## src/verilog/image_pkg.sv

```systemverilog
`default_nettype none

package image_pkg;

    localparam int PIXEL_BITS = 8;

    // four pixels summed need two extra bits
    localparam int BLOCK_SUM_BITS = PIXEL_BITS + 2;

    // one greyscale pixel, also one uart byte
    typedef logic [PIXEL_BITS-1:0] pixel_t;

endpackage

`default_nettype wire

```

## src/verilog/uart_pkg.sv

```systemverilog
`default_nettype none

package uart_pkg;

    localparam int UART_DATA_BITS = 8;    // lsb first

    // start + data + stop
    localparam int UART_FRAME_BITS = UART_DATA_BITS + 2;

    // position within a frame, 0 is the start bit
    typedef logic [3:0] uart_bit_idx_t;

endpackage

`default_nettype wire

```

## src/verilog/uart_transmitter.sv

```systemverilog
`timescale 1ns/1ps
`default_nettype none

module uart_transmitter
    import uart_pkg::*;
    import image_pkg::*;
#(
    parameter int CLOCKS_PER_BAUD = 50
) (
    input wire clk_100mhz,
    input wire sys_rst,
    input wire start_i,
    input wire pixel_t data_i,
    output logic busy_o,
    output logic txd_o
);
    localparam int CNT_BITS = $clog2(CLOCKS_PER_BAUD);
    localparam logic [CNT_BITS-1:0] BAUD_LAST = CNT_BITS'(CLOCKS_PER_BAUD - 1);

    logic [CNT_BITS-1:0] baud_cnt;
    uart_bit_idx_t bit_idx;
    logic [UART_DATA_BITS:0] shift_q;    // data with the stop bit on top

    always_ff @(posedge clk_100mhz) begin
        if (sys_rst) begin
            busy_o <= 1'b0;
            txd_o <= 1'b1;
            baud_cnt <= '0;
            bit_idx <= '0;
        end else if (!busy_o) begin
            if (start_i) begin
                busy_o <= 1'b1;
                txd_o <= 1'b0;    // start bit
                baud_cnt <= BAUD_LAST;
                bit_idx <= '0;
            end
        end else if (baud_cnt != '0) begin
            baud_cnt <= baud_cnt - 1'b1;
        end else if (bit_idx == uart_bit_idx_t'(UART_FRAME_BITS - 1)) begin
            busy_o <= 1'b0;    // stop bit done, line stays high
        end else begin
            txd_o <= shift_q[0];
            baud_cnt <= BAUD_LAST;
            bit_idx <= bit_idx + 1'b1;
        end
    end

    always_ff @(posedge clk_100mhz) begin
        if (start_i && !busy_o) begin
            shift_q <= {1'b1, data_i};
        end else if (busy_o && baud_cnt == '0) begin
            shift_q <= {1'b1, shift_q[UART_DATA_BITS:1]};
        end
    end

    // controller must wait for the frame in flight
    assert property (@(posedge clk_100mhz) disable iff (sys_rst) !(start_i && busy_o));

endmodule

`default_nettype wire
```

## config.mk

```make
export PLATFORM = sky130hd
export DESIGN_NAME = uart_transmitter
export DESIGN_NICKNAME = d
export VERILOG_FILES = /design/src/verilog/image_pkg.sv /design/src/verilog/uart_pkg.sv /design/src/verilog/uart_transmitter.sv
export SDC_FILE = /design/constraint.sdc
export NUM_CORES = 1
export LEC_CHECK = 0
export ABC_CLOCK_PERIOD_IN_PS = 2400
export BUFFER_PORTS_ARGS = -buffer_cell sky130_fd_sc_hd__clkbuf_2
export CAP_MARGIN = 20
export CORE_ASPECT_RATIO = 0.7
export CORE_UTILIZATION = 30
export DETAILED_ROUTE_END_ITERATION = 7
export HOLD_SLACK_MARGIN = 0.08
export PLACE_DENSITY = 0.52
export SYNTH_ARGS = -nofsm -noshare
export SYNTH_HDL_FRONTEND = slang
export SYNTH_SLANG_ARGS = --single-unit
```

## constraint.sdc

```tcl
create_clock -name clk_100mhz -period 2.4 [get_ports clk_100mhz]
set_input_delay 0.48 -clock clk_100mhz [delete_from_list [all_inputs] [get_ports clk_100mhz]]
set_output_delay 0.48 -clock clk_100mhz [all_outputs]
set_load 0.1 [all_outputs]
```

==> impl_metrics.py <==
metrics = {
    "status": {
        "status": "finished clean",
    },
    "routing": {
        "vias": 717,
        "via_density_per_instance": 5.01,
        "route.antenna.remaining_nets": 0,
        "drt_pre_antenna_iters": 4,
        "count_of_routing_violations_after_the_opening_detailed_route_iteration": 44,
        "finalWirelength_mm": 1.83,
        "detail_route.wl_per_cell_um": 12.8,
        "drcViolationCount": 0,
    },
    "synth": {
        "synth.net_count": 108,
        "synth_warnings": 0,
        "syn-mean-instance-area_sq_um": 10.5,
        "synth_cell_types": 32,
        "synth-edff-count": 8,
        "async_reset_ff_share_pct": 0,
        "postSynthRegisterBits": 20,
        "synth_cells": 93,
        "ys_seq_area_share_pct": 49.0,
        "synth-main-ff-cell": "dfxtp_1",
        "netlist_area_pre_place_sq_um": 981,
    },
    "global_routing": {
        "initial_antenna_violation_count": 0,
        "first_global_vias": 700,
        "global_route.overflow_total": 0,
        "grtUsageTotal_pct": 11.9,
        "maximum_number_of_pins_on_one_net_before_global_route_repair": 14,
        "grt_first_pass_wirelength_mm": 3.19,
    },
    "finish": {
        "n_antenna_cell": 0,
        "post_route_cells_drive_above_1_share_pct": 25.2,
        "fillerInstances": 308,
        "post_route_utilization_pct": 38.5,
        "fin_nets": 123,
        "layout.cells.most_common_list": "12 x dfxtp_1, 12 x clkbuf_2, 8 x edfxtp_1",
        "areaGrowthSynthToFinish_pct": 15.6,
    },
    "worst_setup_path": {
        "worstPathBufferInverterCount": 1,
        "critPathArrivalTime_ns": 2.26,
        "ff2ff_path_depth": 6,
        "worst-endpoint-required_ns": 2.59,
        "critical_path.reg2reg.endpoint": "bit_idx[1]",
        "start_kind": "register",
        "timing.critical_path.fanout_max": 12,
        "worst-r2r-setup-slack_ns": 0.33,
        "worst_path_largest_cell_delay_ns": 0.51,
        "worstSetupEndpoint": "bit_idx[1]",
        "timing.critical_path.to_type": "register",
        "launching_element_of_the_worst_setup_path": "baud_cnt[0]",
        "worstSetupPathDepth": 6,
        "critPathTopFamily": "simple AND/OR/NAND/NOR gates",
        "regToRegStartpoint": "baud_cnt[0]",
        "cell_type_of_the_slowest_stage_on_the_worst_timing_path": "or4_1",
        "path_cells": "inv_1 -> ha_1 -> or4b_4 -> o21a_1 -> or4_1 -> a21oi_1",
        "critPathKind": "reg2reg",
    },
    "power_and_ir_drop": {
        "leakage_component_of_the_power_nw": 0.424,
        "vdd_ir_drop_max_mv": 0.204,
        "power.density_cell_area_mw_per_mm2": 740,
    },
    "run": {
        "max_cap_violations": 0,
    },
    "clock_tree": {
        "cts_tree": "yes",
        "clk_pin_slew_worst_paths_ns": 0.07,
        "cts_post_setup_buffers_inserted": 0,
        "clk_latency_ns": 0.25,
        "root_buffer_selected_by_cts": "clkbuf_8",
        "postCtsResizedCells": 0,
        "ctsHoldBuffers": 0,
        "cts_max_path_buffers": 2,
        "clock_buffer_count_from_cts": 3,
        "cts.htree.levels": 1,
        "clock-sinks": 20,
    },
    "sta": {
        "period_share_pct": 86.4,
        "rsz0062_at_grt": "no",
        "timing_max_transition_violations_final": 0,
        "fin_crit_ns": 2.07,
        "totalNegativeSetupSlack_ns": 0,
        "max_freq_mhz": 482,
        "finalClockSkew_ns": 0.00218,
        "max-slew-margin-rel_pct": 61.1,
        "max_slew.worst_pin.slew_ns": 0.579,
        "timing.final.hold_violations": 0,
        "final_setup_violation_count": 0,
    },
    "hold_path": {
        "worstHoldPathType": "reg2reg",
    },
    "floorplan": {
        "die_height_um": 49.8,
        "placement_rows": 16,
        "die_area_sq_mm": 0.00351,
        "die_x_um": 70.3,
        "design.portCount": 13,
        "design.core.area_sq_mm": 0.00294,
        "floorplan.initialDensity_pct": 33.3,
    },
    "placed_design": {
        "globalplace.congestion": 0.783,
        "buffer_ports.inserted": 12,
        "dpl.hpwl_mm": 1.36,
    },
}
[cell families after synthesis]
family,Yosys count,synth area share (%)
flops,20,49.0
buf+inv,9,4.21
simple gates,34,20.9
compound gates,18,11.7
mux,8,9.06
fa+ha+maj,4,5.10
[worst min path at each step]
stage / startpoint / endpoint / slack (ns) / cells after the start
after floorplan: bit_idx[2] / bit_idx[2] / 0.45 / 2
after global placement: baud_cnt[1] / baud_cnt[1] / 0.47 / 2
after detailed placement: baud_cnt[1] / baud_cnt[1] / 0.48 / 2
after CTS: baud_cnt[1] / baud_cnt[1] / 0.49 / 2
after global routing: data_i[7] / shift_q[7] / 0.49 / 2
final: baud_cnt[1] / baud_cnt[1] / 0.49 / 2
[through the flow]
stage / total power, W / hold slack (ns) / instances / setup slack [ns] / instance area, sq um
2_1_floorplan: 0.000554 / 0.455 / 93 / 0.264 / 981
4_1_cts: 0.000852 / 0.487 / 143 / 0.328 / 1130
3_5_place_dp: 0.000594 / 0.477 / 139 / 0.346 / 1080
3_3_place_gp: 0.000591 / 0.470 / 139 / 0.410 / 1080
5_1_grt: 0.000887 / 0.495 / 143 / 0.179 / 1130
6_report: 0.000839 / 0.486 / 143 / 0.326 / 1130
[state kept, by name (all words and copies together) (netlist names)]
| signal | count |
|---|---|
| txd_o | 1 |
| baud_cnt | 6 |
| shift_q | 8 |
| busy_o | 1 |
| bit_idx | 4 |
[Yosys cell counts (2+ instances only)]
cell type,count,area [sq um]
dfxtp_1,12,240
edfxtp_1,8,240
mux2_2,7,78.8
nor2_1,6,22.5
inv_1,5,18.8
nand3_1,5,25.0
ha_1,4,50.1
o21ai_0,4,20.0
or3_1,4,25.0
a21oi_1,3,15.0
a31oi_1,3,18.8
clkbuf_1,3,11.3
nand3b_1,3,22.5
nor3_1,3,15.0
a211oi_1,2,15.0
nand2b_1,2,12.5
nand4b_1,2,17.5
nor2b_1,2,12.5
or4_1,2,15.0
[final cells by class]
type / count / area (sq um) / share of cell area [%]
Multi-Input combinational cell: 64 / 459 / 40.5
Clock buffer: 4 / 55.1 / 4.86
Tap cell: 36 / 45.0 / 3.97
Timing Repair Buffer: 14 / 75.1 / 6.62
Inverter: 5 / 18.8 / 1.66
Sequential cell: 20 / 480 / 42.4
[worst register-to-register path: stages (launching register included)]
cell	delay (ns)
dfxtp_1	0.32
inv_1	0.11
ha_1	0.15
or4b_4	0.46
o21a_1	0.31
or4_1	0.51
a21oi_1	0.15
[report_power, final]
group | internal [W] | leakage, nW | switching, W | total [W]
Sequential | 0.000396 | 0.175 | 0.0000273 | 0.000424
Combinational | 0.0000647 | 0.220 | 0.0000964 | 0.000161
Clock | 0.000146 | 0.0288 | 0.000108 | 0.000254
Total | 0.000607 | 0.424 | 0.000232 | 0.000839
[layer usage]
layer | share of wire (%) | up-vias | wire (um) | global-route usage [%]
met3 | 3.8 | 2 | 70 | 3.89
met2 | 43 | 11 | 786 | 18.1
met4 | 1.5 | 0 | 27 | 5.00
met5 | 0 | - | 0 | 0
met1 | 52 | 329 | 949 | 15.5
li1 | - | 375 | - | -
No activity file was read; power rests on OpenSTA's default activity.
