==> src/verilog/image_pkg.sv <==
`default_nettype none

package image_pkg;

    localparam int PIXEL_BITS = 8;

    // four pixels summed need two extra bits
    localparam int BLOCK_SUM_BITS = PIXEL_BITS + 2;

    // one greyscale pixel, also one uart byte
    typedef logic [PIXEL_BITS-1:0] pixel_t;

endpackage

`default_nettype wire

==> src/verilog/box_downsampler.sv <==
`timescale 1ns/1ps
`default_nettype none

module box_downsampler
    import image_pkg::*;
#(
    parameter int IMG_WIDTH = 64,
    parameter int IMG_HEIGHT = 64
) (
    input wire clk_100mhz,
    input wire sys_rst,
    input wire start_i,
    output logic busy_o,
    output logic done_o,
    output logic [$clog2(IMG_WIDTH*IMG_HEIGHT)-1:0] src_addr_o,
    input wire pixel_t src_data_i,
    output logic dst_we_o,
    output logic [$clog2(IMG_WIDTH*IMG_HEIGHT/4)-1:0] dst_addr_o,
    output pixel_t dst_data_o
);
    localparam int OUT_W = IMG_WIDTH / 2;
    localparam int OUT_H = IMG_HEIGHT / 2;
    localparam int SRC_BITS = $clog2(IMG_WIDTH * IMG_HEIGHT);
    localparam int DST_BITS = $clog2(OUT_W * OUT_H);
    localparam int X_BITS = $clog2(IMG_WIDTH);
    localparam int Y_BITS = $clog2(IMG_HEIGHT);

    logic issuing;
    logic last_block;
    logic [X_BITS-1:0] ox;
    logic [Y_BITS-1:0] oy;
    logic [1:0] phase;    // bit 0 picks column, bit 1 picks row
    logic rd_valid;
    logic rd_last;
    logic [1:0] rd_phase;
    logic [DST_BITS-1:0] rd_addr;
    logic [BLOCK_SUM_BITS-1:0] sum;
    logic [BLOCK_SUM_BITS-1:0] block_sum;
    logic wr_last;

    assign last_block = (ox == X_BITS'(OUT_W - 1)) && (oy == Y_BITS'(OUT_H - 1));
    assign src_addr_o = SRC_BITS'((2 * oy + phase[1]) * IMG_WIDTH + 2 * ox + phase[0]);

    // restart the sum on the first pixel of a block
    assign block_sum = (rd_phase == 2'd0 ? '0 : sum) + BLOCK_SUM_BITS'(src_data_i);

    always_ff @(posedge clk_100mhz) begin
        if (sys_rst) begin
            issuing <= 1'b0;
            busy_o <= 1'b0;
            ox <= '0;
            oy <= '0;
            phase <= '0;
            rd_valid <= 1'b0;
            rd_last <= 1'b0;
            rd_phase <= '0;
            dst_we_o <= 1'b0;
            wr_last <= 1'b0;
            done_o <= 1'b0;
        end else begin
            if (start_i) begin
                issuing <= 1'b1;
                busy_o <= 1'b1;
                ox <= '0;
                oy <= '0;
                phase <= '0;
            end else if (issuing) begin
                phase <= phase + 1'b1;
                if (phase == 2'd3) begin
                    if (ox == X_BITS'(OUT_W - 1)) begin
                        ox <= '0;
                        oy <= oy + 1'b1;
                        issuing <= !last_block;
                    end else begin
                        ox <= ox + 1'b1;
                    end
                end
            end else if (wr_last) begin
                busy_o <= 1'b0;
            end
            rd_valid <= issuing;    // read data is one cycle behind
            rd_phase <= phase;
            rd_last <= issuing && phase == 2'd3 && last_block;
            dst_we_o <= rd_valid && rd_phase == 2'd3;
            wr_last <= rd_last;
            done_o <= wr_last;
        end
    end

    always_ff @(posedge clk_100mhz) begin
        rd_addr <= DST_BITS'(oy * OUT_W + ox);
        if (rd_valid) begin
            sum <= block_sum;
        end
        dst_addr_o <= rd_addr;
        dst_data_o <= block_sum[BLOCK_SUM_BITS-1:2];    // floor of sum / 4
    end

    assert property (@(posedge clk_100mhz) disable iff (sys_rst) !(start_i && busy_o));

endmodule

`default_nettype wire

==> config.mk <==
export PLATFORM = sky130hd
export DESIGN_NAME = box_downsampler
export DESIGN_NICKNAME = d
export VERILOG_FILES = /design/src/verilog/image_pkg.sv /design/src/verilog/box_downsampler.sv
export SDC_FILE = /design/constraint.sdc
export NUM_CORES = 1
export LEC_CHECK = 0
export ABC_AREA = 1
export BUFFER_PORTS_ARGS = -buffer_cell sky130_fd_sc_hd__clkbuf_2
export CORE_UTILIZATION = 30
export DETAILED_ROUTE_END_ITERATION = 7
export PLACE_DENSITY = 0.51
export SYNTH_ARGS = -nofsm -noshare
export SYNTH_HDL_FRONTEND = slang
export SYNTH_SLANG_ARGS = --single-unit
==> constraint.sdc <==
create_clock -name clk_100mhz -period 4 [get_ports clk_100mhz]
set_input_delay 0.4 -clock clk_100mhz [delete_from_list [all_inputs] [get_ports clk_100mhz]]
set_output_delay 0.4 -clock clk_100mhz [all_outputs]
set_load 0.02 [all_outputs]
==> impl_metrics.env <==
export IMPL_final_setup_tns_ps=0
export IMPL_routed_wirelength_um=4470
export IMPL_antenna_violations_before_repair=0
export IMPL_syn_avg_cell_area_um2=8.95
export IMPL_non_filler_instance_count_after_layout=432
export IMPL_leakage_dissipation_nw=1.48
export IMPL_met2_wirelength_um=2130
export IMPL_p_comb_share_pct=6.7
export IMPL_h_tree_depth=3
export IMPL_design_die_area_um2=8720
export IMPL_cpMaxStageDelayCell="sky130_fd_sc_hd__dfxtp_1"
export IMPL_grtUsageTotal_pct=11.7
export IMPL_timing_final_max_slew_violations=0
export IMPL_mappedNetlistNets=307
export IMPL_worstPathBufferInverterCount=1
export IMPL_antenna_cells=0
export IMPL_worstSetupEndpointType="primary output"
export IMPL_status="finished, final reports clean"
export IMPL_synth_area_um2=2500
export IMPL_drt_pass1_iterations=4
export IMPL_grt_pass1_wl_um=7670
export IMPL_grt_pass1_vias=1758
export IMPL_slew_limit_headroom_pct=64.1
export IMPL_synth_largest_area_cell="sky130_fd_sc_hd__dfxtp_1"
export IMPL_setup_violations_final=0
export IMPL_grt_setup_unrepaired="no"
export IMPL_cts_max_path_bufs=2
export IMPL_count_of_unresolved_drc_violations_after_routing=0
export IMPL_fp_dieH_um=93.4
export IMPL_post_cts_setup_repair_buffer_count=0
export IMPL_ioPinCount=44
export IMPL_mostFrequentLayoutCells="sky130_fd_sc_hd__nand2_1 (58), sky130_fd_sc_hd__dfxtp_1 (51), sky130_fd_sc_hd__inv_1 (48)"
export IMPL_final_common_cell="sky130_fd_sc_hd__nand2_1"
export IMPL_power_density_nw_per_um2=406
export IMPL_synth_top_cell_area_share_pct=40.8
export IMPL_wire_per_inst_um=10.3
export IMPL_fin_worst_skew_ps=5.63
export IMPL_yosys_top_cells_area="sky130_fd_sc_hd__dfxtp_1 (41%), sky130_fd_sc_hd__edfxtp_1 (12%), sky130_fd_sc_hd__nand2_1 (8.7%)"
export IMPL_ys_seq_elements=61
export IMPL_netlist_instances=280
export IMPL_tritoncts_num_sinks=61
export IMPL_synth_cell_type_count=29
export IMPL_pin_count_of_the_biggest_net_entering_global_routing=12
export IMPL_layout_drive_gt1_share_pct=21.5
export IMPL_timing_final_crit_share_pct=51.8
export IMPL_synth_yosys_warnings=0
export IMPL_finalCriticalPeriod_ps=2070
export IMPL_path_common_cell="sky130_fd_sc_hd__ha_1"
export IMPL_clk_root_buffer_cell="sky130_fd_sc_hd__clkbuf_8"
export IMPL_cts_tree="built"
export IMPL_core_um2=7890
export IMPL_max_stage_delay_on_crit_path_ps=470
export IMPL_share_seq_of_total_power_pct=54.3
export IMPL_row_count=32
export IMPL_worstSetupPathType="reg2out"
export IMPL_wirelength_met1_um=2030
export IMPL_drt_iter0_markers=55
export IMPL_topRoutingLayerUsed="met4"
export IMPL_worst_ep_required_time_ps=3600
export IMPL_dp_hpwl_um=3340
export IMPL_tightest_slew_ps=538
export IMPL_cts_hold_buffers=0
export IMPL_crit_path_cell_trace="ha_1, ha_1, nand2_1, xor2_1, clkbuf_2"
export IMPL_global_route_overflow_total=0
export IMPL_critical_path_arrival_ps=1670
export IMPL_place_detailed_instances=418
export IMPL_net_switching_power_mw=0.282
export IMPL_max_cap_violations=0
export IMPL_worst_path_max_fanout=6
export IMPL_fmax_mhz=482
export IMPL_routed_vias_inst=4.20
export IMPL_nets=354
export IMPL_timing_hold_violations_final=0
export IMPL_num_vias=1813
export IMPL_cp_top_family="adder cells"
export IMPL_power_share_switching_pct=23.4
export IMPL_synthToLayoutAreaGrowth_pct=18.3
export IMPL_clock_share_of_power_pct=39.0
export IMPL_place_gp_congestion=0.740
export IMPL_worstHoldPathType="reg2reg"
export IMPL_met3WireLength_um=237
export IMPL_die_width_um=93.4
export IMPL_initial_core_util_pct=31.8
export IMPL_antenna_left=0
export IMPL_power_internal_mw=0.922
export IMPL_synth_sequential_area_ratio_pct=52.7
export IMPL_cts_repair_resized=0
export IMPL_cts_buffers_inserted=9
export IMPL_clock_input_transition_at_the_sequential_cells_of_the_worst_setup_and_hold_paths_ps=70
export IMPL_worst_ir_drop_vdd_mv=0.160
export IMPL_crit_path_start_kind="flip-flop"
export IMPL_io_buffers=43
export IMPL_worstSkewPairLatency_ps=330
[cell type report]
| class | instances | area (µm²) |
|---|---|---|
| fill | 821 | 4920 |
| sequential | 61 | 1320 |
| multi-input combinational | 162 | 946 |
| timing repair buffer | 43 | 215 |
| inverter | 50 | 188 |
| clock buffer | 12 | 155 |
| tap | 102 | 128 |
| clock inverter | 2 | 10.0 |
[synth_stat cells]
master / instances
sky130_fd_sc_hd__nand2_1: 58
sky130_fd_sc_hd__dfxtp_1: 51
sky130_fd_sc_hd__inv_1: 48
sky130_fd_sc_hd__nor2_1: 24
sky130_fd_sc_hd__ha_1: 15
sky130_fd_sc_hd__a21oi_1: 12
sky130_fd_sc_hd__nand3_1: 12
sky130_fd_sc_hd__edfxtp_1: 10
sky130_fd_sc_hd__xor2_1: 10
sky130_fd_sc_hd__o21ai_0: 7
sky130_fd_sc_hd__buf_4: 6
sky130_fd_sc_hd__nor2_2: 3
sky130_fd_sc_hd__inv_2: 2
sky130_fd_sc_hd__nand2_2: 2
sky130_fd_sc_hd__nand4_1: 2
sky130_fd_sc_hd__nor2_4: 2
sky130_fd_sc_hd__nor3_2: 2
sky130_fd_sc_hd__o21ai_1: 2
sky130_fd_sc_hd__xnor2_1: 2
sky130_fd_sc_hd__a21o_1: 1
sky130_fd_sc_hd__a21oi_2: 1
sky130_fd_sc_hd__buf_2: 1
sky130_fd_sc_hd__fa_1: 1
sky130_fd_sc_hd__nand2_4: 1
sky130_fd_sc_hd__nor2_8: 1
sky130_fd_sc_hd__nor3_1: 1
sky130_fd_sc_hd__nor4_1: 1
sky130_fd_sc_hd__o21ai_2: 1
sky130_fd_sc_hd__o22ai_1: 1
[sequential cells by signal, indices dropped and copies added, names as in the netlist, 2 cells and up]
register,flops
rd_phase,2
rd_addr,10
ox,6
dst_data_o,8
sum,10
dst_addr_o,10
oy,6
phase,2
[per-stage QoR]
step / hold slack (ps) / power [mW] / utilization, % / instance area (µm²) / worst slack [ps]
3_5_place_dp: 312 / 0.750 / 35.5 / 2800 / 2060
2_1_floorplan: 310 / 0.722 / - / 2500 / 2220
3_3_place_gp: 311 / 0.750 / 35.5 / 2800 / 2140
5_1_grt: 343 / 1.26 / 37.6 / 2960 / 1770
6_report: 328 / 1.20 / 37.6 / 2960 / 1930
4_1_cts: 331 / 1.23 / 37.6 / 2960 / 1860
[power by group through the flow]
| stage | registers [mW] | clock network, mW | logic [mW] |
|---|---|---|---|
| after global placement | 0.668 | 0 | 0.0818 |
| after CTS | 0.654 | 0.496 | 0.0827 |
| after floorplan | 0.676 | 0 | 0.0458 |
| after global routing | 0.655 | 0.516 | 0.0925 |
| after detailed placement | 0.668 | 0 | 0.0822 |
| final | 0.654 | 0.469 | 0.0807 |
[logic make-up after synthesis]
group           Yosys count  share of synthesized area, %
simple gates            109                          19.8
compound gates           25                          5.44
fa+ha+maj                16                          8.29
flops                    61                          52.7
xor+xnor                 12                          4.20
buf+inv                  57                          9.49
[routing by layer]
metal  vias to the layer above  GRT usage (%)
li1                        959              -
met1                       814           12.8
met2                        33           19.6
met3                         7           4.88
met4                         0           5.77
met5                         -              0
[path summary, 6_finish.rpt]
kind                          start                     to  slack, ps  cells after the start
max              ox[5]$_SDFFE_PP0P_         src_addr_o[10]       1930                      5
min              rd_addr[1]$_DFF_P_  dst_addr_o[1]$_DFF_P_        330                      0
max reg2reg  rd_phase[0]$_SDFF_PP0_       sum[8]$_DFFE_PP_       2070                      9
min reg2reg      rd_addr[1]$_DFF_P_  dst_addr_o[1]$_DFF_P_        330                      0
(Power assumes the default switching activity.)
