`config.mk`:
```
export PLATFORM = sky130hd
export DESIGN_NAME = pyramid_controller
export DESIGN_NICKNAME = d
export VERILOG_FILES = /design/src/verilog/image_pkg.sv /design/src/verilog/pyramid_controller.sv
export SDC_FILE = /design/constraint.sdc
export NUM_CORES = 1
export LEC_CHECK = 0
export ABC_AREA = 1
export BUFFER_PORTS_ARGS = -buffer_cell sky130_fd_sc_hd__clkbuf_2
export CORE_MARGIN = 2
export CORE_UTILIZATION = 50
export DETAILED_ROUTE_END_ITERATION = 6
export PLACE_DENSITY_LB_ADDON = 0.08
export SLEW_MARGIN = 20
export SYNTH_ARGS = -nofsm -noshare
export SYNTH_HDL_FRONTEND = slang
export SYNTH_SLANG_ARGS = --single-unit
```
`constraint.sdc`:
```
create_clock -name clk_100mhz -period 1.52 [get_ports clk_100mhz]
set_clock_uncertainty 0.05 [all_clocks]
set_input_delay 0.304 -clock clk_100mhz [delete_from_list [all_inputs] [get_ports clk_100mhz]]
set_output_delay 0.304 -clock clk_100mhz [all_outputs]
set_load 0.02 [all_outputs]
```
`src/verilog/image_pkg.sv`:
```
`default_nettype none

package image_pkg;

    localparam int PIXEL_BITS = 8;

    // four pixels summed need two extra bits
    localparam int BLOCK_SUM_BITS = PIXEL_BITS + 2;

    // one greyscale pixel, also one uart byte
    typedef logic [PIXEL_BITS-1:0] pixel_t;

endpackage

`default_nettype wire

```
`src/verilog/pyramid_controller.sv`:
```
`timescale 1ns/1ps
`default_nettype none

module pyramid_controller
    import image_pkg::*;
#(
    parameter int IMG_WIDTH = 64,
    parameter int IMG_HEIGHT = 64
) (
    input wire clk_100mhz,
    input wire sys_rst,
    input wire rx_valid_i,
    output logic img_we_o,
    output logic [$clog2(IMG_WIDTH*IMG_HEIGHT)-1:0] img_waddr_o,
    output logic ds_start_o,
    input wire ds_done_i,
    input wire send_i,
    output logic [$clog2(IMG_WIDTH*IMG_HEIGHT/4)-1:0] red_raddr_o,
    input wire pixel_t red_data_i,
    output logic tx_start_o,
    output pixel_t tx_data_o,
    input wire tx_busy_i,
    output logic image_ready_o,
    output logic reduced_ready_o,
    output logic sending_o
);
    localparam int NUM_PIXELS = IMG_WIDTH * IMG_HEIGHT;
    localparam int NUM_REDUCED = NUM_PIXELS / 4;
    localparam int IMG_BITS = $clog2(NUM_PIXELS);
    localparam int RED_BITS = $clog2(NUM_REDUCED);

    typedef enum logic [1:0] {ST_IDLE, ST_FETCH, ST_ISSUE, ST_DRAIN} tx_state_t;

    tx_state_t state;
    logic send_q;
    logic send_edge;

    assign img_we_o = rx_valid_i && !image_ready_o;    // extra bytes dropped
    assign send_edge = send_i && !send_q;

    always_ff @(posedge clk_100mhz) begin
        if (sys_rst) begin
            img_waddr_o <= '0;
            image_ready_o <= 1'b0;
            ds_start_o <= 1'b0;
            reduced_ready_o <= 1'b0;
        end else begin
            ds_start_o <= 1'b0;
            if (img_we_o) begin
                img_waddr_o <= img_waddr_o + 1'b1;
                if (img_waddr_o == IMG_BITS'(NUM_PIXELS - 1)) begin
                    image_ready_o <= 1'b1;
                    ds_start_o <= 1'b1;
                end
            end
            if (ds_done_i) begin
                reduced_ready_o <= 1'b1;
            end
        end
    end

    // send sequencing, one reduced pixel per frame
    always_ff @(posedge clk_100mhz) begin
        if (sys_rst) begin
            state <= ST_IDLE;
            send_q <= 1'b0;
            sending_o <= 1'b0;
            tx_start_o <= 1'b0;
            red_raddr_o <= '0;
        end else begin
            send_q <= send_i;
            tx_start_o <= 1'b0;
            case (state)
                ST_IDLE: begin
                    if (send_edge && reduced_ready_o) begin
                        sending_o <= 1'b1;
                        red_raddr_o <= '0;
                        state <= ST_FETCH;
                    end
                end
                ST_FETCH: begin
                    state <= ST_ISSUE;    // ram read in flight
                end
                ST_ISSUE: begin
                    if (!tx_busy_i) begin
                        tx_start_o <= 1'b1;
                        if (red_raddr_o == RED_BITS'(NUM_REDUCED - 1)) begin
                            state <= ST_DRAIN;
                        end else begin
                            red_raddr_o <= red_raddr_o + 1'b1;
                            state <= ST_FETCH;
                        end
                    end
                end
                ST_DRAIN: begin
                    // busy rises a cycle after the start strobe
                    if (!tx_start_o && !tx_busy_i) begin
                        sending_o <= 1'b0;
                        state <= ST_IDLE;
                    end
                end
                default: begin
                    state <= ST_IDLE;
                end
            endcase
        end
    end

    always_ff @(posedge clk_100mhz) begin
        if (state == ST_ISSUE && !tx_busy_i) begin
            tx_data_o <= red_data_i;
        end
    end

endmodule

`default_nettype wire

```
==> run metrics, run 1 <==
outcome=complete, no violations; sequential power share=0.571; WS Path Type=flop to flop; TritonCTS clock tree=done; total track usage=0.203; Slowest-stage cell, CP=dfxtp_2; DP HPWL=roughly 2800 um; internal power=between 1 and 1.5 mW; Levels on crit path=9; vias per inst=4.92; Top delay family on crit path=flip-flops; I/O pin count=50; WL/cell=between 10 and 15 um; placer congestion estimate=between 0.8 and 0.9; Slew Limit Fails=0; Max IR drop VDD=about 570 uV; Mean Syn Cell Area=approximately 7.6 um^2; Cell Pwr Density=just over 800 mW/mm^2; post-route DRC violation count=0; crit path max fanout=4; vias in the first global route=approximately 1500; Die W=approximately 63 um; r2r startpoint=red_raddr_o[0]$_SDFFE_PP0P_; sw frac=0.226; f_max=roughly 700 MHz; Seq/Total Area, Yosys=0.484; Syn. warnings=0; final hold violations=0; cts bufs inserted=5; Async SR Flop Fraction=0; first-pass GRT wire length=between 6000 and 7000 um; critical path arrival=roughly 1.7 ns; CP cell instances=ha_2, nand2_2, nor2_4, buf_4, buf_4, xnor2_1, nor2_1, nand2_1, a21oi_2; Iter 0 DRT Violations=66; # port buffers=49; top cell type's share of synthesized area=0.346; vias=approximately 1700; post-synthesis register bit count=38; Post-synth top cells=nand2_1, nor2_1, dfxtp_1, inv_1, a21oi_1; Clk network pwr share=0.361; dominant cells by area after synthesis=dfxtp_1, edfxtp_1, nand2_1, nor2_1, inv_1; Final Setup Violations=0; minimum clock period=roughly 1.4 ns; maximum clock insertion buffer count=2; ys flop type=dfxtp_1; critical path endpoint=red_raddr_o[4]$_SDFFE_PP0P_; floorplan core area=approximately 0.0033 mm^2; CTS clk-pin slew, worst paths=approximately 0.11 ns; largest net degree at the start of global routing=15; First-pass DRT Iterations=4; Layout area overhead=28.8%; Power Total=between 1.5 and 2 mW; Worst slew margin=0.695; CP required=~1.7 ns; Cells after Synth=229; Chip Height=between 60 and 70 um; Antenna diodes=0; row count=21; Syn Nets=245; Worst path max stage delay=~0.36 ns; Routed WL=3750 um; setup slack, reg-to-reg=between 0.07 and 0.08 ns; reg2reg end=red_raddr_o[4]$_SDFFE_PP0P_; synth unique cells=28; total gr overflow=0; final period utilization=0.953; Initial Util=0.520; Slew @ Worst Pin=roughly 0.46 ns; combinational power share=0.068; Worst setup EP type=flop; Static Leak=0.993 nW; Psw=approximately 420 uW; hold-fix buffers at CTS=0; most numerous cell in the Yosys netlist=nand2_1; MaxCap Viol Count=0; final net count=313; Cell Area, Synth=0.00174 mm^2; Worst R2R Path Depth=9; worst skew pair latency=about 0.35 ns; H-tree depth=2; Die ar.=just under 0.004 mm^2; Synth area leader=dfxtp_1; antenna viol nets, final=0; layout cells sized above 1=0.306; most frequent CP cell=buf_4; Worst Setup SP=red_raddr_o[0]$_SDFFE_PP0P_; # clock sinks=38; initial antenna violation count=0; post-route core utilization=0.670; crit path buf inv count=2; clk root buf=clkbuf_4; Worst setup SP type=flop; EDFF count, synth=8; Hold/Removal Path Class=primary input to flop
[repair_timing]
| action | CTS | global route |
|---|---|---|
| setup buffers | 0 | 4 |
| setup endpoints to repair | 0 | 11 |
| gates resized for setup | 0 | 9 |
[area by class of cell]
| class | instances | area, um^2 |
|---|---|---|
| tap | 46 | 57.6 |
| sequential | 38 | 843 |
| inverter | 28 | 108 |
| timing repair buffer | 65 | 369 |
| multi-input combinational | 159 | 787 |
| clock buffer | 5 | 37.5 |
| clock inverter | 2 | 33.8 |
| fill | 327 | 1100 |
[cells by family (layout without fill, tap and decap cells)]
| family | Yosys count | count (layout) | share of synthesized area |
|---|---|---|---|
| simple gates | 125 | 125 | 0.322 |
| buf+inv | 32 | 100 | 0.0757 |
| compound gates | 30 | 30 | 0.0930 |
| fa+ha+maj | 2 | 2 | 0.0144 |
| xor+xnor | 2 | 2 | 0.0101 |
| flops | 38 | 38 | 0.485 |
[placed cells by master, fill, tap and decap left out, drive strengths merged, types with 3 or more instances in the layout]
| cell | netlist | layout |
|---|---|---|
| inv | 28 | 28 |
| a21oi | 16 | 16 |
| nor2 | 37 | 37 |
| clkbuf | 2 | 54 |
| nor3 | 10 | 10 |
| buf | 2 | 16 |
| o21ai | 10 | 10 |
| edfxtp | 8 | 8 |
| dfxtp | 30 | 30 |
| nand2 | 58 | 58 |
| nand4 | 3 | 3 |
| nand3 | 14 | 14 |
[worst min-delay path by stage]
stage	start	endpoint	slack [ns]	cells past startpoint
2_1_floorplan	sys_rst	image_ready_o$_SDFFE_PP0P_	0.32	1
3_3_place_gp	img_waddr_o[5]$_SDFFE_PP0P_	img_waddr_o[5]$_SDFFE_PP0P_	0.41	2
3_5_place_dp	red_data_i[2]	tx_data_o[2]$_DFFE_PP_	0.43	1
4_1_cts	red_data_i[2]	tx_data_o[2]$_DFFE_PP_	0.06	1
5_1_grt	red_data_i[5]	tx_data_o[5]$_DFFE_PP_	0.04	1
6_report	red_data_i[0]	tx_data_o[0]$_DFFE_PP_	0.08	1
[worst reg2reg max path, stage by stage, from the launching register on]
cell	delay (ns)
dfxtp_2	0.36
ha_2	0.18
nand2_2	0.08
nor2_4	0.15
buf_4	0.12
buf_4	0.11
xnor2_1	0.13
nor2_1	0.06
nand2_1	0.07
a21oi_2	0.05
[flip-flops by register name (all words and copies together) (netlist names)]
signal	count
img_waddr_o	12
red_raddr_o	10
tx_data_o	8
state	2
ds_start_o	1
image_ready_o	1
reduced_ready_o	1
send_q	1
sending_o	1
tx_start_o	1
[power groups by stage]
stage                     clock network [mW]  registers (mW)  logic, mW
after global placement                     0            1.07      0.118
final                                  0.664            1.05      0.126
after CTS                              0.680            1.05      0.120
after floorplan                            0            1.08     0.0604
after detailed placement                   0            1.07      0.120
after global routing                   0.727            1.05      0.141
[metal layers]
metal  track usage  wire (um)  vias to the layer above
li1              -          -                      876
met1         0.237       1680                      770
met3        0.0649        173                        6
met5             0          0                        -
met2         0.351       1850                       35
met4        0.0667         53                        0
[per-stage QoR]
step	hold slack, ns	instances	setup TNS, ns	setup slack [ns]	cell area, um^2
2_1_floorplan	0.323	229	0	0.0349	1740
3_3_place_gp	0.407	332	0	0.0988	2110
3_5_place_dp	0.433	332	0	0.0477	2110
4_1_cts	0.0596	339	0	0.00364	2180
5_1_grt	0.0447	343	-0.0693	-0.0338	2240
6_report	0.0752	343	0	0.0710	2240
No activity file was read; power rests on OpenSTA's default activity.
==> run 2, diff against run 1 <==
--- a/config.mk
+++ b/config.mk
@@ -9,4 +9,6 @@
 export BUFFER_PORTS_ARGS = -buffer_cell sky130_fd_sc_hd__clkbuf_2
+export CELL_PAD_IN_SITES_DETAIL_PLACEMENT = 2
+export CELL_PAD_IN_SITES_GLOBAL_PLACEMENT = 2
 export CORE_MARGIN = 2
-export CORE_UTILIZATION = 50
+export CORE_UTILIZATION = 28
 export DETAILED_ROUTE_END_ITERATION = 6
==> constraint.sdc (replaced) <==
create_clock -name clk_100mhz -period 1.35 [get_ports clk_100mhz]
set_clock_uncertainty 0.05 [all_clocks]
set_input_delay 0.2025 -clock clk_100mhz [delete_from_list [all_inputs] [get_ports clk_100mhz]]
set_output_delay 0.2025 -clock clk_100mhz [all_outputs]
set_load 0.02 [all_outputs]
==> run metrics, run 2 (synthesis results as in run 1) <==
outcome=complete, but fails checks; failing checks=setup timing; Static Leak=1.22 nW; pre-CTS setup slack=-0.0836 ns; CP required=approximately 1.5 ns; Worst setup SP type=flop; placer congestion estimate=roughly 0.74; # port buffers=49; vias per inst=4.72; commonest non-fill, non-tap cell in the layout=nand2_1; vias=1927; maximum clock insertion buffer count=2; critical path arrival=1.67 ns; WL/cell=17.4 um; layout cells sized above 1=0.453; floorplan core area=0.00596 mm^2; Hold/Removal Path Class=primary input to flop; DP HPWL=4350 um; worst skew pair latency=roughly 0.31 ns; Routed WL=7090 um; Die W=between 80 and 90 um; CTS clk-pin slew, worst paths=0.10 ns; Cell Pwr Density=946 mW/mm^2; vias in the first global route=1950; Die ar.=0.00684 mm^2; total gr overflow=0; f_max=~660 MHz; # clock sinks=38; RSZ-0062 raised after global routing=true; First-pass DRT Iterations=4; H-tree depth=2; Worst slew margin=0.793; Slowest-stage cell, CP=dfxtp_4; Initial Util=0.291; post-route core utilization=0.464; MaxCap Viol Count=0; cts bufs inserted=5; Antenna diodes=0; largest net degree at the start of global routing=17; Worst path max stage delay=~0.36 ns; hold_ws=about 0.010 ns; first-pass GRT wire length=9690 um; Power Total=roughly 2.6 mW; crit path max fanout=6; Worst setup EP type=flop; I/O pin count=50; final net count=around 350; Cell Area, Placed=around 0.0024 mm^2; Iter 0 DRT Violations=54; total track usage=0.189; Layout area overhead=59.2%; Final Setup Violations=10; initial antenna violation count=0; Final WS setup=-0.168 ns; Slew Limit Fails=0; commonest cells after routing, fill and taps aside=nand2_1, clkbuf_2, buf_4, nor2_1, inv_1; final hold violations=0; most frequent CP cell=nor2_4; clk root buf=clkbuf_8; post-route DRC violation count=0; antenna viol nets, final=0; TritonCTS clock tree=done; Max IR drop VDD=about 550 uV; number of flip-flops in the largest register=12; minimum clock period=approximately 1.5 ns; row count=28; CP cell instances=nor2_4, nand2_2, nor2_4, nand3_1, xor2_1, nor2_1; Top Registers=img_waddr_o (12), red_raddr_o (10), tx_data_o (8); Reg with most FFs=img_waddr_o; Slew @ Worst Pin=around 0.31 ns; WS Path Type=flop to flop; Design Area, Final=0.00276 mm^2; Chip Height=82.7 um; final period utilization=1.12
run 2: cell count changes in the layout (fill, tap and decap cells not counted), sizes merged:
cell	before	now
buf	16	51
inv	28	27
clkinvlp	0	1
bufinv	1	2
run 2: what timing repair did:
action                     4_1_cts  5_1_grt
buffers inserted                 5        8
setup endpoints to repair       11       21
resized for setup               16       32
hold buffers                     0        0
pin swaps                        6       13
run 2: power by group:
part / switching [mW] / internal (mW)
Sequential: 0.0137 / 1.16
Combinational: 0.123 / 0.0958
Clock: 0.478 / 0.742
run 2: final cells by class:
type / count / area (um^2)
fill: 703 / 3190
clock buffer: 5 / 68.8
clock inverter: 3 / 68.8
tap: 75 / 93.8
sequential: 38 / 863
timing repair buffer: 100 / 648
inverter: 28 / 114
multi-input combinational: 159 / 906
run 2: worst max-delay path: cells and delay by family (launching register included):
family	cells	cell delay, ns
XOR/XNOR	1	0.15
flip-flops	1	0.36
AND/OR/NAND/NOR	5	0.86
run 2: worst paths after layout:
check,depth (start not counted),slack (ns),end,from
setup reg to reg,6,-0.17,img_waddr_o[9]$_SDFFE_PP0P_,image_ready_o$_SDFFE_PP0P_
hold / removal,1,0.01,tx_data_o[3]$_DFFE_PP_,red_data_i[3]
setup / recovery,6,-0.17,img_waddr_o[9]$_SDFFE_PP0P_,image_ready_o$_SDFFE_PP0P_
hold reg to reg,2,0.42,img_waddr_o[5]$_SDFFE_PP0P_,img_waddr_o[5]$_SDFFE_PP0P_
run 2: routing by layer:
layer | wire length (um) | GRT usage
met5 | 0 | 0
met4 | 138 | 0.0443
met3 | 223 | 0.0304
met2 | 3580 | 0.330
met1 | 3140 | 0.244
run 2: metrics by stage:
step | cells | setup TNS [ns]
2_1_floorplan | 229 | -0.0221
3_3_place_gp | 387 | -0.0265
3_5_place_dp | 387 | -0.395
4_1_cts | 400 | 0
5_1_grt | 408 | -1.72
6_report | 408 | -0.589
==> run 3, diff against run 2 <==
CORE_UTILIZATION = 25   (was 28)
clock period = 1.39 ns   (was 1.35 ns; I/O delays follow)
==> run metrics, run 3 (synthesis results as in run 1) <==
Worst path max stage delay=about 0.36 ns; layout cells sized above 1=0.455; total track usage=0.155; cts bufs inserted=5; MaxCap Viol Count=0; Initial Util=0.257; I/O pin count=50; placer congestion estimate=0.740; total gr overflow=0; Worst setup EP type=flop; largest net degree at the start of global routing=15; Cell Pwr Density=920 mW/mm^2; Layout area overhead=55.0%; Reg with most FFs=img_waddr_o; WS Path Type=flop to flop; RSZ-0062 raised after global routing=true; Worst setup SP type=flop; post-route DRC violation count=0; worst skew pair latency=approximately 0.29 ns; Static Leak=1.17 nW; Hold/Removal Path Class=primary input to flop; vias per inst=around 4.6; f_max=683 MHz; Die W=just under 90 um; number of flip-flops in the largest register=12; floorplan core area=slightly below 0.007 mm^2; Slowest-stage cell, CP=dfxtp_4; Top Registers=img_waddr_o (12), red_raddr_o (10), tx_data_o (8); fill count=approximately 790; Slew @ Worst Pin=about 0.28 ns; maximum clock insertion buffer count=2; commonest cells after routing, fill and taps aside=clkbuf_2, nand2_1, buf_4, nor2_1, inv_1; antenna viol nets, final=0; vias in the first global route=roughly 1900; failing checks=setup timing; Final WS setup=-0.0740 ns; final period utilization=1.05; Design Area, Final=between 0.002 and 0.003 mm^2; minimum clock period=about 1.5 ns; CTS clk-pin slew, worst paths=about 0.080 ns; CP cell instances=ha_4, nand2_4, nor2_4, nand3_4, nand2_4, buf_4, nor2_4, buf_6, nand2_1, a21oi_2; Slew Limit Fails=0; final net count=~340; Final Setup Violations=7; # port buffers=49; # clock sinks=38; crit path max fanout=3; DP HPWL=around 4300 um; TritonCTS clock tree=done; outcome=complete, but fails checks; Iter 0 DRT Violations=32; row count=30; Antenna diodes=0; Max IR drop VDD=slightly below 400 uV; First-pass DRT Iterations=4; Die ar.=0.00762 mm^2; CP required=approximately 1.6 ns; H-tree depth=2; critical path arrival=roughly 1.6 ns; final hold violations=0; Cell Area, Placed=approximately 0.0023 mm^2; commonest non-fill, non-tap cell in the layout=clkbuf_2; initial antenna violation count=0; pre-CTS setup slack=-0.0889 ns; vias=between 1500 and 2000; Top delay family on crit path=simple AND/OR/NAND/NOR gates; Routed WL=5630 um; Chip Height=slightly below 90 um; crit path buf inv count=2; WL/cell=roughly 14 um; first-pass GRT wire length=a little over 9000 um; Power Total=approximately 2.5 mW; clk root buf=clkbuf_8; Worst slew margin=0.813
==> run 3: layer usage <==
layer,vias up,wire (um),track usage
met5,-,0,0
li1,921,-,-
met2,43,2620,0.251
met4,0,48,0.0420
met1,887,2750,0.207
met3,5,214,0.0341
==> run 3: area by class of cell <==
| type | count | area, um^2 | share of cell area |
|---|---|---|---|
| clock buffer | 5 | 68.8 | 0.0256 |
| sequential | 38 | 861 | 0.320 |
| timing repair buffer | 90 | 573 | 0.213 |
| multi-input combinational | 159 | 907 | 0.337 |
| inverter | 28 | 111 | 0.0414 |
| tap | 80 | 100 | 0.0372 |
| clock inverter | 3 | 68.8 | 0.0256 |
==> run 3: what timing repair did <==
action / 4_1_cts / 5_1_grt
pin swaps: 1 / 14
endpoints found under the setup margin: 11 / 29
hold buffers: 0 / 0
buffers inserted: 3 / 8
hold endpoints to repair: 0 / 0
resized for setup: 8 / 37
==> run 3: path summary, 6_finish.rpt <==
kind	start	end	slack (ns)	depth (start not counted)
min	red_data_i[3]	tx_data_o[3]$_DFFE_PP_	0.04	1
max	red_raddr_o[1]$_SDFFE_PP0P_	red_raddr_o[1]$_SDFFE_PP0P_	-0.07	10
min reg2reg	img_waddr_o[5]$_SDFFE_PP0P_	img_waddr_o[5]$_SDFFE_PP0P_	0.43	2
max reg2reg	red_raddr_o[1]$_SDFFE_PP0P_	red_raddr_o[1]$_SDFFE_PP0P_	-0.07	10
==> run 3: worst reg2reg max path, cell delays in order (launching register included) <==
cell and delay, ns:
dfxtp_4 0.36, ha_4 0.16, nand2_4 0.07, nor2_4 0.04, nand3_4 0.07, nand2_4 0.07, buf_4 0.15, nor2_4 0.12
buf_6 0.11, nand2_1 0.06, a21oi_2 0.12
==> run 3: power by group <==
part	total [mW]	internal [mW]	switching [mW]
clock	1.16	0.720	0.437
combinational	0.178	0.0762	0.102
sequential	1.14	1.13	0.00992
==> run 3: stage by stage <==
stage / hold WS [ns] / cells / util / TNS (ns)
final: 0.0424 / 403 / 0.398 / -0.229
after floorplan: 0.228 / 229 / - / 0
after CTS: 0.0283 / 397 / 0.374 / -0.156
after detailed placement: 0.338 / 386 / 0.347 / -0.266
after global placement: 0.336 / 386 / 0.347 / -0.122
after global routing: 0.0176 / 403 / 0.398 / -1.27
